--- config.mk ---
export PLATFORM = sky130hd
export DESIGN_NAME = db_subsys
export DESIGN_NICKNAME = d
export VERILOG_FILES = /design/src/hdl/db_pkg.sv /design/src/hdl/db_prio_arb.sv /design/src/hdl/db_route_cfg.sv /design/src/hdl/db_demux.sv /design/src/hdl/db_table.sv /design/src/hdl/db_subsys.sv
export SDC_FILE = /design/constraint.sdc
export NUM_CORES = 1
export LEC_CHECK = 0
export BUFFER_PORTS_ARGS = -buffer_cell sky130_fd_sc_hd__buf_2
export CAP_MARGIN = 15
export CORE_MARGIN = 3
export CORE_UTILIZATION = 35
export CTS_CLUSTER_DIAMETER = 100
export DETAILED_ROUTE_END_ITERATION = 12
export GPL_TIMING_DRIVEN = 0
export PLACE_DENSITY_LB_ADDON = 0.08
export SYNTH_ARGS = -nofsm -noshare
export SYNTH_HDL_FRONTEND = slang
export SYNTH_SLANG_ARGS = --single-unit
--- constraint.sdc ---
create_clock -name clk -period 8.2 [get_ports clk]
set_input_delay 0 -clock clk [delete_from_list [all_inputs] [get_ports clk]]
set_output_delay 0 -clock clk [all_outputs]
set_load 0.05 [all_outputs]
--- src/hdl/db_pkg.sv ---
// ==========================================================================
// Shared widths, command and status codes, and channel payload structs for
// the key/value fabric. Import it by wildcard in each module header.
// ==========================================================================
package db_pkg;

    // ======================================================================
    // Widths
    // ======================================================================

    // 4-bit key gives 16 entries per table
    localparam int KEY_WID   = 4;
    localparam int VALUE_WID = 32;

    typedef logic [KEY_WID-1:0]   key_t;
    typedef logic [VALUE_WID-1:0] value_t;

    // ======================================================================
    // Codes
    // ======================================================================

    // Commands carried on the request side of a channel
    typedef enum logic [1:0] {
        // Answered with an error
        CMD_NOP   = 2'd0,
        // Read an entry
        CMD_GET   = 2'd1,
        // Write an entry and mark it valid
        CMD_SET   = 2'd2,
        // Clear the valid bit of an entry
        CMD_UNSET = 2'd3
    } command_t;

    // Completion status returned with each ack
    typedef enum logic [1:0] {
        STATUS_OK          = 2'd0,
        // NOP or a command the table does not know
        STATUS_ERROR       = 2'd1,
        // Driven while no response is being returned
        STATUS_UNSPECIFIED = 2'd2
    } status_t;

    // ======================================================================
    // Payloads
    // ======================================================================

    // Controller to peripheral, 38 bits
    typedef struct packed {
        command_t command;
        key_t     key;
        value_t   set_value;
    } db_req_t;

    // Peripheral to controller, 39 bits
    typedef struct packed {
        status_t  status;
        logic     get_valid;
        key_t     get_key;
        value_t   get_value;
    } db_resp_t;

endpackage : db_pkg

--- src/hdl/db_prio_arb.sv ---
// ==========================================================================
// Strict-priority arbiter joining the hi and lo controller channels onto one
// shared channel. The grant is held from acceptance until the ack returns.
// ==========================================================================
`timescale 1ns/1ps

module db_prio_arb
    import db_pkg::*;
#(
    parameter type req_t  = db_req_t,
    parameter type resp_t = db_resp_t
) (
    input  logic  clk,
    input  logic  srst,

    // High-priority controller
    input  logic  hi_req,
    input  req_t  hi_data,
    output logic  hi_rdy,
    output logic  hi_ack,
    output resp_t hi_resp,

    // Low-priority controller
    input  logic  lo_req,
    input  req_t  lo_data,
    output logic  lo_rdy,
    output logic  lo_ack,
    output resp_t lo_resp,

    // Shared channel toward the router
    output logic  out_req,
    output req_t  out_data,
    input  logic  out_rdy,
    input  logic  out_ack,
    input  resp_t out_resp,

    // Open transaction, holds the routing register
    output logic  busy
);

    // ======================================================================
    // Grant
    // ======================================================================

    logic pending;
    logic grant_lo_q;
    logic grant_lo;
    logic accept;

    // Free decision only when nothing is open, hi wins ties
    assign grant_lo = pending ? grant_lo_q : !hi_req;

    always_ff @(posedge clk) begin
        if (srst) begin
            grant_lo_q <= 1'b0;
        end else begin
            grant_lo_q <= grant_lo;
        end
    end

    assign accept = out_req && out_rdy;

    // Open from acceptance until the peripheral acks
    always_ff @(posedge clk) begin
        if (srst) begin
            pending <= 1'b0;
        end else if (out_ack) begin
            pending <= 1'b0;
        end else if (accept) begin
            pending <= 1'b1;
        end
    end

    // Acceptance cycle counts too, so the route cannot move under it
    assign busy = pending || accept;

    // ======================================================================
    // Data path
    // ======================================================================

    assign out_req  = grant_lo ? lo_req  : hi_req;
    assign out_data = grant_lo ? lo_data : hi_data;

    // Ungranted side sees no rdy and no ack
    assign hi_rdy = out_rdy && !grant_lo;
    assign hi_ack = out_ack && !grant_lo;
    assign lo_rdy = out_rdy && grant_lo;
    assign lo_ack = out_ack && grant_lo;

    // Response is only meaningful alongside ack
    assign hi_resp = out_resp;
    assign lo_resp = out_resp;

    // A stray ack from downstream would be routed to an arbitrary side
    a_ack_needs_pending : assert property (@(posedge clk) disable iff (srst)
        out_ack |-> pending);

endmodule : db_prio_arb

--- src/hdl/db_route_cfg.sv ---
// ==========================================================================
// Routing register selecting which table the shared channel reaches.
// Writes land one cycle later and are dropped while a transaction is open.
// ==========================================================================
`timescale 1ns/1ps

module db_route_cfg #(
    parameter int num_tables = 2
) (
    input  logic clk,
    input  logic srst,
    input  logic route_wr,
    input  logic [7:0] route_table,
    input  logic busy,
    output logic [(num_tables > 1 ? $clog2(num_tables) : 1)-1:0] sel
);

    localparam int sel_wid = (num_tables > 1) ? $clog2(num_tables) : 1;

    // ======================================================================
    // Select register
    // ======================================================================

    logic [7:0] route_mod;

    // Out-of-range writes wrap onto an existing table
    assign route_mod = route_table % 8'(num_tables);

    always_ff @(posedge clk) begin
        if (srst) begin
            sel <= '0;
        end else if (route_wr && !busy) begin
            sel <= sel_wid'(route_mod);
        end
    end

    // Moving the route mid-transaction would lose the ack of the old table
    a_sel_stable_busy : assert property (@(posedge clk) disable iff (srst)
        busy |=> $stable(sel));

endmodule : db_route_cfg

--- src/hdl/db_demux.sv ---
// ==========================================================================
// Router from the shared channel to one of several tables. The request goes
// to the selected table only; its rdy, ack and response come back.
// ==========================================================================
`timescale 1ns/1ps

module db_demux
    import db_pkg::*;
#(
    parameter int  num_tables = 2,
    parameter type req_t      = db_req_t,
    parameter type resp_t     = db_resp_t
) (
    input  logic [(num_tables > 1 ? $clog2(num_tables) : 1)-1:0] sel,

    // Shared channel from the arbiter
    input  logic  in_req,
    input  req_t  in_data,
    output logic  in_rdy,
    output logic  in_ack,
    output resp_t in_resp,

    // Table side
    output logic [num_tables-1:0] tbl_req,
    output req_t                  tbl_data,
    input  logic [num_tables-1:0] tbl_rdy,
    input  logic [num_tables-1:0] tbl_ack,
    input  resp_t                 tbl_resp [num_tables]
);

    // ======================================================================
    // Request side
    // ======================================================================

    // Unselected tables see req low
    always_comb begin
        tbl_req      = '0;
        tbl_req[sel] = in_req;
    end

    // Payload goes to every table and req qualifies it
    assign tbl_data = in_data;

    // ======================================================================
    // Reply side
    // ======================================================================

    assign in_rdy  = tbl_rdy[sel];
    assign in_ack  = tbl_ack[sel];
    assign in_resp = tbl_resp[sel];

    // Two tables taking one request would both ack it
    always_comb begin
        a_req_onehot : assert ($onehot0(tbl_req));
    end

endmodule : db_demux

--- src/hdl/db_table.sv ---
// ==========================================================================
// Key/value table peripheral with a valid bit per entry. Executes GET, SET
// and UNSET on acceptance and acks with the response one cycle later.
// ==========================================================================
`timescale 1ns/1ps

module db_table
    import db_pkg::*;
(
    input  logic     clk,
    input  logic     srst,
    input  logic     req,
    input  db_req_t  data,
    output logic     rdy,
    output logic     ack,
    output db_resp_t resp
);

    localparam int NUM_ENTRIES = 2**KEY_WID;

    // ======================================================================
    // Storage
    // ======================================================================

    value_t                 mem [NUM_ENTRIES];
    logic [NUM_ENTRIES-1:0] valid_bits;
    logic                   accept;

    // rdy drops for the ack cycle, one transaction at a time
    assign rdy    = !ack;
    assign accept = req && rdy;

    always_ff @(posedge clk) begin
        if (accept && data.command == CMD_SET) begin
            mem[data.key] <= data.set_value;
        end
    end

    always_ff @(posedge clk) begin
        if (srst) begin
            valid_bits <= '0;
        end else if (accept) begin
            if (data.command == CMD_SET) begin
                valid_bits[data.key] <= 1'b1;
            end else if (data.command == CMD_UNSET) begin
                valid_bits[data.key] <= 1'b0;
            end
        end
    end

    // ======================================================================
    // Response
    // ======================================================================

    db_resp_t resp_next;
    db_resp_t resp_q;

    // Read happens before the write of the same edge, harmless since
    // a GET never coincides with a SET
    always_comb begin
        resp_next.status    = STATUS_OK;
        resp_next.get_valid = 1'b0;
        resp_next.get_key   = data.key;
        resp_next.get_value = '0;
        case (data.command)
            CMD_GET: begin
                resp_next.get_valid = valid_bits[data.key];
                resp_next.get_value = mem[data.key];
            end
            CMD_SET, CMD_UNSET: begin
                resp_next.status = STATUS_OK;
            end
            default: begin
                resp_next.status = STATUS_ERROR;
            end
        endcase
    end

    always_ff @(posedge clk) begin
        if (accept) begin
            resp_q <= resp_next;
        end
    end

    always_ff @(posedge clk) begin
        if (srst) begin
            ack <= 1'b0;
        end else begin
            ack <= accept;
        end
    end

    // Idle value outside the ack cycle
    always_comb begin
        if (ack) begin
            resp = resp_q;
        end else begin
            resp = '{status: STATUS_UNSPECIFIED, get_valid: 1'b0, get_key: '0, get_value: '0};
        end
    end

    a_ack_after_accept : assert property (@(posedge clk) disable iff (srst)
        ack |-> $past(req && rdy));

endmodule : db_table

--- src/hdl/db_subsys.sv ---
// ==========================================================================
// Top level of the key/value fabric: two controllers, the priority arbiter,
// the routing register, the router and num_tables tables.
// ==========================================================================
`timescale 1ns/1ps

module db_subsys
    import db_pkg::*;
#(
    parameter int num_tables = 2
) (
    input  logic       clk,
    input  logic       srst,
    input  logic       hi_req,
    input  db_req_t    hi_data,
    output logic       hi_rdy,
    output logic       hi_ack,
    output db_resp_t   hi_resp,
    input  logic       lo_req,
    input  db_req_t    lo_data,
    output logic       lo_rdy,
    output logic       lo_ack,
    output db_resp_t   lo_resp,
    input  logic       route_wr,
    input  logic [7:0] route_table
);

    localparam int sel_wid = (num_tables > 1) ? $clog2(num_tables) : 1;

    // Shared channel between arbiter and router
    logic     sh_req;
    db_req_t  sh_data;
    logic     sh_rdy;
    logic     sh_ack;
    db_resp_t sh_resp;
    logic     busy;

    logic [sel_wid-1:0] sel;

    // Table side of the router
    logic [num_tables-1:0] tbl_req;
    db_req_t               tbl_data;
    logic [num_tables-1:0] tbl_rdy;
    logic [num_tables-1:0] tbl_ack;
    db_resp_t              tbl_resp [num_tables];

    db_prio_arb #(.req_t(db_req_t), .resp_t(db_resp_t)) u_arb (
        .clk(clk), .srst(srst),
        .hi_req(hi_req), .hi_data(hi_data), .hi_rdy(hi_rdy), .hi_ack(hi_ack), .hi_resp(hi_resp),
        .lo_req(lo_req), .lo_data(lo_data), .lo_rdy(lo_rdy), .lo_ack(lo_ack), .lo_resp(lo_resp),
        .out_req(sh_req), .out_data(sh_data), .out_rdy(sh_rdy), .out_ack(sh_ack),
        .out_resp(sh_resp), .busy(busy)
    );

    db_route_cfg #(.num_tables(num_tables)) u_route (
        .clk(clk), .srst(srst), .route_wr(route_wr), .route_table(route_table),
        .busy(busy), .sel(sel)
    );

    db_demux #(.num_tables(num_tables), .req_t(db_req_t), .resp_t(db_resp_t)) u_demux (
        .sel(sel), .in_req(sh_req), .in_data(sh_data), .in_rdy(sh_rdy), .in_ack(sh_ack),
        .in_resp(sh_resp), .tbl_req(tbl_req), .tbl_data(tbl_data), .tbl_rdy(tbl_rdy),
        .tbl_ack(tbl_ack), .tbl_resp(tbl_resp)
    );

    for (genvar t = 0; t < num_tables; t++) begin : g_table
        db_table u_table (
            .clk(clk), .srst(srst), .req(tbl_req[t]), .data(tbl_data),
            .rdy(tbl_rdy[t]), .ack(tbl_ack[t]), .resp(tbl_resp[t])
        );
    end

endmodule : db_subsys

### Yosys cells after proc, flatten, opt, wreduce, memory -nomap -nowiden

Memories as Yosys holds them, arrays and structs flattened. A register that Yosys moved wholly into a read port is not among the register bits.
Index checks and enable logic that the tools add are counted.

* register bits after elaboration: 51
* memory bits (writable): 1024
* input port bits: 89
* output and inout port bits: 82
* memories: 2

Memory list
* g_table[0].u_table.mem: words 16, width 32, read ports 1, clocked after memory_dff 1, write ports 1, RTL line db_table.sv:25 `value_t mem [NUM_ENTRIES];`
* g_table[1].u_table.mem: words 16, width 32, read ports 1, clocked after memory_dff 1, write ports 1, RTL line db_table.sv:25

* order comparisons: 5
* eq/ne operators: 3
* muxes and demuxes: 29
* bitwise operators: 7
* reductions and logical operators: 25

Operators with widths (number)
* $mux 39: 5
* $mux 16: 4
* $mux 38: 1
* $and 16x16->16: 2
* $or 16x16->16: 2
* $not 16->16: 1
* $mux 1: 15
* $logic_and 1x1->1: 12
* $bmux 1 s4: 2
* $logic_not 1->1: 7
* $lt 4x5->1 const B: 1
* $demux 1 s4: 1
* $eq 2x2->1 const B: 2
* $ge 4x1->1 const B: 1
* $reduce_and 2->1: 2
* $reduce_or 3->1: 1
* $and 2x2->2: 1
* $eq 2x1->1 const B: 1
* $ge 2x2->1 const B: 1
* $lt 1x2->1 const B: 1
* $not 1->2: 1
* $reduce_bool 2->1: 1
* $reduce_or 2->1: 1
* $demux 1 s1: 1
* 2 further kinds: 2

### Depth between registers and ports, before layout

* word-level depth: 11
* mapped depth: 13
* mapped depth without buffers: 7

### Modules after synthesis

From an unflattened synthesis, not the netlist that was laid out.

* cell total of the unflattened synthesis: 2428
* area, all modules: 46353.2 sq um

By module, submodules not included
* db_table (g_table[1].u_table): times used 1, cells each 1099, area each 22022.4 sq um, seq. area each 16856.2 sq um
* db_table (g_table[0].u_table): times used 1, cells each 1102, area each 21971.1 sq um, seq. area each 16856.2 sq um
* db_prio_arb: times used 1, cells each 136, area each 1321.3 sq um, seq. area each 40.0 sq um
* db_demux: times used 1, cells each 86, area each 988.4 sq um, seq. area each 0.0 sq um
* db_route_cfg: times used 1, cells each 5, area each 50.0 sq um, seq. area each 20.0 sq um

### Worst setup path after synthesis

OpenSTA, ideal clock, no wires.

* path kind: flip-flop to flip-flop
* start: register u_arb.grant_lo_q
* end: memory g_table[1].u_table.mem[0][0] (netlist name), enable pin
* library setup time: 501 ps
* data arrival time: 6874 ps
* required time: 7699 ps
* path slack: 825 ps
* stages on the path, launching flop included: 7
* period minus slack after synthesis: 7375 ps
* cell sequence: dfxtp_1 mux2i_1 a2111oi_2 a21boi_0 nand2_1 clkbuf_1 nor4_1

* cells in the longest elaborated chain, start to end: 7

RTL lines
* start: declaration: RTL line db_prio_arb.sv:46 `logic grant_lo_q;`
* start signal: assignment: RTL line db_prio_arb.sv:57 `grant_lo_q <= grant_lo;`
* $mux 1: RTL line db_prio_arb.sv:51 `assign grant_lo = pending ? grant_lo_q : !hi_req;`
* $mux 1: RTL line db_prio_arb.sv:81 `assign out_req = grant_lo ? lo_req : hi_req;`
* $and 2x2->2 (no line)
* $logic_and 1x1->1: RTL line db_table.sv:31 `assign accept = req && rdy;`
* named net g_table[1].u_table.accept: RTL line db_table.sv:27 `logic accept;`
* $logic_and 1x1->1: RTL line db_table.sv:34 `if (accept && data.command == CMD_SET) begin`
* $mux 1: RTL line db_table.sv:34
* $mux 1 (not written as such): RTL line db_table.sv:35 `mem[data.key] <= data.set_value;`
* end: declaration: RTL line db_table.sv:25

The timed path passes the listed nets, and every way through them passes these cells.

### Final worst setup path

* start: register u_arb.pending
* end: register g_table[1].u_table.resp_q[16] (netlist name)

* cells in the longest elaborated chain, start to end: 4

RTL lines
* start: declaration: RTL line db_prio_arb.sv:45 `logic pending;`
* start signal: assignment: RTL line db_prio_arb.sv:66 `pending <= 1'b0;`
* start signal: assignment: RTL line db_prio_arb.sv:68 `pending <= 1'b0;`
* start signal: assignment: RTL line db_prio_arb.sv:70 `pending <= 1'b1;`
* $mux 1 *: RTL line db_prio_arb.sv:51
* $mux 38 or $mux 1 (tied branches): RTL line db_prio_arb.sv:82, db_prio_arb.sv:81
* $eq 2x1->1 or $and 2x2->2 (tied branches)
* $logic_not 1->1 (no line) or $logic_and 1x1->1 (tied branches)

Mark *: on every way between the ends. The rest lies on a longest branch, timed or not.
A chain may end at the register's enable or synchronous reset.

==> impl_metrics.py <==
metrics = {
    "status": {
        "outcome": "finished clean",
    },
    "clocking": {
        "clock_latency_ps": 730,
        "h-tree-depth": 4,
        "cts_tree": "done",
        "cts_max_path_buffers": 3,
        "post_cts_buffers": 0,
        "cts_buffers": 131,
        "clk_pin_slew_ps": 60,
        "clock-sinks": 1137,
        "root_buffer": "clkbuf_16",
        "post_cts_resized": 0,
    },
    "detailed_routing": {
        "firstDrtPassIters": 6,
        "drc": 0,
        "routed_wl_mm": 146,
        "via_per_inst": 5.41,
        "postRouteAntennaNets": 0,
        "dr_total_vias": 27900,
        "drt_iter0_drc": 2578,
        "wl_per_cell_um": 28.2,
    },
    "sta": {
        "setup_viol": 0,
        "rsz0062_at_grt": "no",
        "drv_slew": 0,
        "finalHoldViolCount": 0,
        "fin_setup_tns_ps": 0,
        "layout_setup_ws_ps": 3220,
        "period_minus_slack_ps": 4980,
        "skew_ps": 18.9,
        "tightest_slew_ps": 1360,
        "fmax_mhz": 201,
        "post-route-period-util_pct": 60.8,
        "relSlewSlack_pct": 6.65,
    },
    "place": {
        "hpwl_mm": 101,
        "place.gp.congestion": 0.864,
        "place_ws_ps": 3350,
        "io_buffers": 162,
    },
    "die": {
        "num_rows": 131,
        "start_util_pct": 35.4,
        "die_area_um2": 134000,
        "core_um2": 128000,
        "die_y_um": 366,
        "die_w_um": 366,
        "io_pins": 171,
    },
    "min_path": {
        "worstHoldStart": "hi_data[11]",
        "hold-path-endpoint": "g_table[1].u_table.mem[15][11]",
        "min_path_type": "input port to register",
        "whs_path_depth": 3,
    },
    "global_routing": {
        "overflow": 0,
        "grt_pass1_vias": 28300,
        "grt_max_degree": 33,
        "grt_pass1_wl_mm": 207,
        "antenna_found_initial": 13,
        "grt_util_all_layers_pct": 21.4,
    },
    "critical_path": {
        "required_ps": 8560,
        "criticalPathCategory": "register to register",
        "cp-start-kind": "register",
        "reg2reg_to": "g_table[1].u_table.resp_q[16]",
        "reg2reg_from": "u_arb.pending",
        "reg2regPathDepth": 10,
        "endpoint_kind": "register",
        "worst_ep_arrival_time_ps": 5350,
        "rrSetupSlack_ps": 3220,
        "path_max_fanout": 10,
    },
    "logic_synthesis": {
        "synth_area_per_cell_um2": 15.6,
        "synth_top_area_share_pct": 72.6,
        "synthCells": 2911,
        "yosys.area.top_type": "edfxtp_1",
        "ys_seq_elements": 1137,
        "ys_top_cells_by_area": "edfxtp_1 (73%), mux4_2 (3.3%), mux2i_1 (3.2%)",
        "synth_fp_nets": 3000,
        "syn_area_um2": 45500,
        "ys_seq_area_share_pct": 74.3,
        "synth_warnings": 0,
        "synth.distinct_cells": 50,
    },
    "cells_and_area": {
        "nets": 3431,
        "area_growth_pct": 20.9,
        "layout-drive-gt1-share_pct": 19.7,
        "layout_common_cells": "edfxtp_1 (1100), nand3_1 (222), o21ai_0 (218), a21oi_1 (209), buf_2 (194)",
        "final_common_cell": "edfxtp_1",
    },
    "power": {
        "vdd_ir_drop_max_mv": 0.205,
        "p_leak_nw": 18.2,
        "p_per_area_nw_per_um2": 254,
    },
    "run": {
        "drv_cap": 0,
    },
}
==> routing by layer <==
metal / vias up / routed length, um / track usage (%)
met3: 185 / 8370 / 3.32
met1: 14400 / 65100 / 30.0
met2: 962 / 68500 / 34.4
met4: 4 / 3760 / 6.48
met5: - / 35 / 0
li1: 12300 / - / -
==> synth_stat cells (all sizes together) <==
cell type,instances
edfxtp,1100
nand3,222
o21ai,220
a21oi,209
nand2,174
clkbuf,168
mux2i,146
buf,97
mux4,66
a2111oi,64
mux2,63
nor2,63
a31oi,62
o22a,62
a22o,38
dfxtp,37
nand4,22
nor4,13
a2bb2oi,9
and2,9
inv,8
and3,7
or2,6
nand2b,5
nor2b,5
nor3,5
o211ai,5
nor4b,4
o22ai,4
a21o,3
a22oi,3
a211o,2
a311oi,2
nand4b,2
a2111o,1
a21boi,1
o2111ai,1
o21a,1
o311ai,1
or3,1
==> critical path: stages (launching register included) <==
cell	delay (ps)
dfxtp_1	350
buf_2	230
and2_1	150
clkbuf_1	250
nor3_1	140
o22ai_1	370
clkbuf_1	920
buf_1	690
a21oi_1	120
a2111oi_0	980
a31oi_1	410
==> cell families after synthesis <==
family / count (synthesis) / synth area share (%)
buf+inv: 273 / 2.82
flops: 1137 / 74.3
simple gates: 538 / 5.54
mux: 275 / 8.04
compound gates: 688 / 9.33
==> report_power, final <==
part           switching (mW)  internal [mW]
clock                    2.25           3.35
sequential             0.0262           6.60
combinational            1.23          0.540
total                    3.51           10.5
==> final cells by class <==
type | instances | area [um^2]
Antenna cell | 5 | 12.5
Buffer | 265 | 1260
Clock buffer | 168 | 3630
Clock inverter | 56 | 460
Fill cell | 11500 | 73400
Inverter | 8 | 30.0
Multi-Input combinational cell | 1501 | 10600
Sequential cell | 1137 | 33800
Tap cell | 1729 | 2160
Timing Repair Buffer | 298 | 3030
==> what timing repair did <==
item | 4_1_cts | 5_1_grt
hold endpoints to repair | 52 | 51
hold buffers | 33 | 17
endpoints found under the setup margin | 0 | 0
==> sequential cells by signal, summed over array words and instances (netlist names), named ones only <==
signal                  count
u_arb.grant_lo_q            1
g_table.u_table.mem      1024
u_arb.pending               1
u_route.sel                 1
g_table.u_table.resp_q     76
g_table.u_table.ack         2
==> through the flow <==
| step | total power [mW] | cell area (um^2) | hold WS [ps] | std cells | utilization (%) |
|---|---|---|---|---|---|
| 2_1_floorplan | 7.67 | 45500 | 144 | 2911 | - |
| 3_3_place_gp | 8.34 | 48400 | 264 | 4802 | 37.7 |
| 3_5_place_dp | 8.47 | 50200 | 294 | 4877 | 39.1 |
| 4_1_cts | 14.1 | 54600 | 7.93 | 5134 | 42.5 |
| 5_1_grt | 14.5 | 55000 | 71.1 | 5165 | 42.8 |
| 6_report | 14.0 | 55000 | 40.1 | 5167 | 42.8 |
==> worst max-delay path by stage <==
stage                                 from                             to  cells after the start
after global placement    u_arb.grant_lo_q  g_table[1].u_table.mem[1][10]                      6
after global routing         u_arb.pending  g_table[1].u_table.resp_q[16]                     10
after floorplan           u_arb.grant_lo_q   g_table[1].u_table.mem[0][0]                      6
after detailed placement     u_arb.pending  g_table[1].u_table.resp_q[16]                     10
final                        u_arb.pending  g_table[1].u_table.resp_q[16]                     10
after CTS                    u_arb.pending  g_table[1].u_table.resp_q[16]                     10
Note: power is estimated with default switching activity, not from simulation.
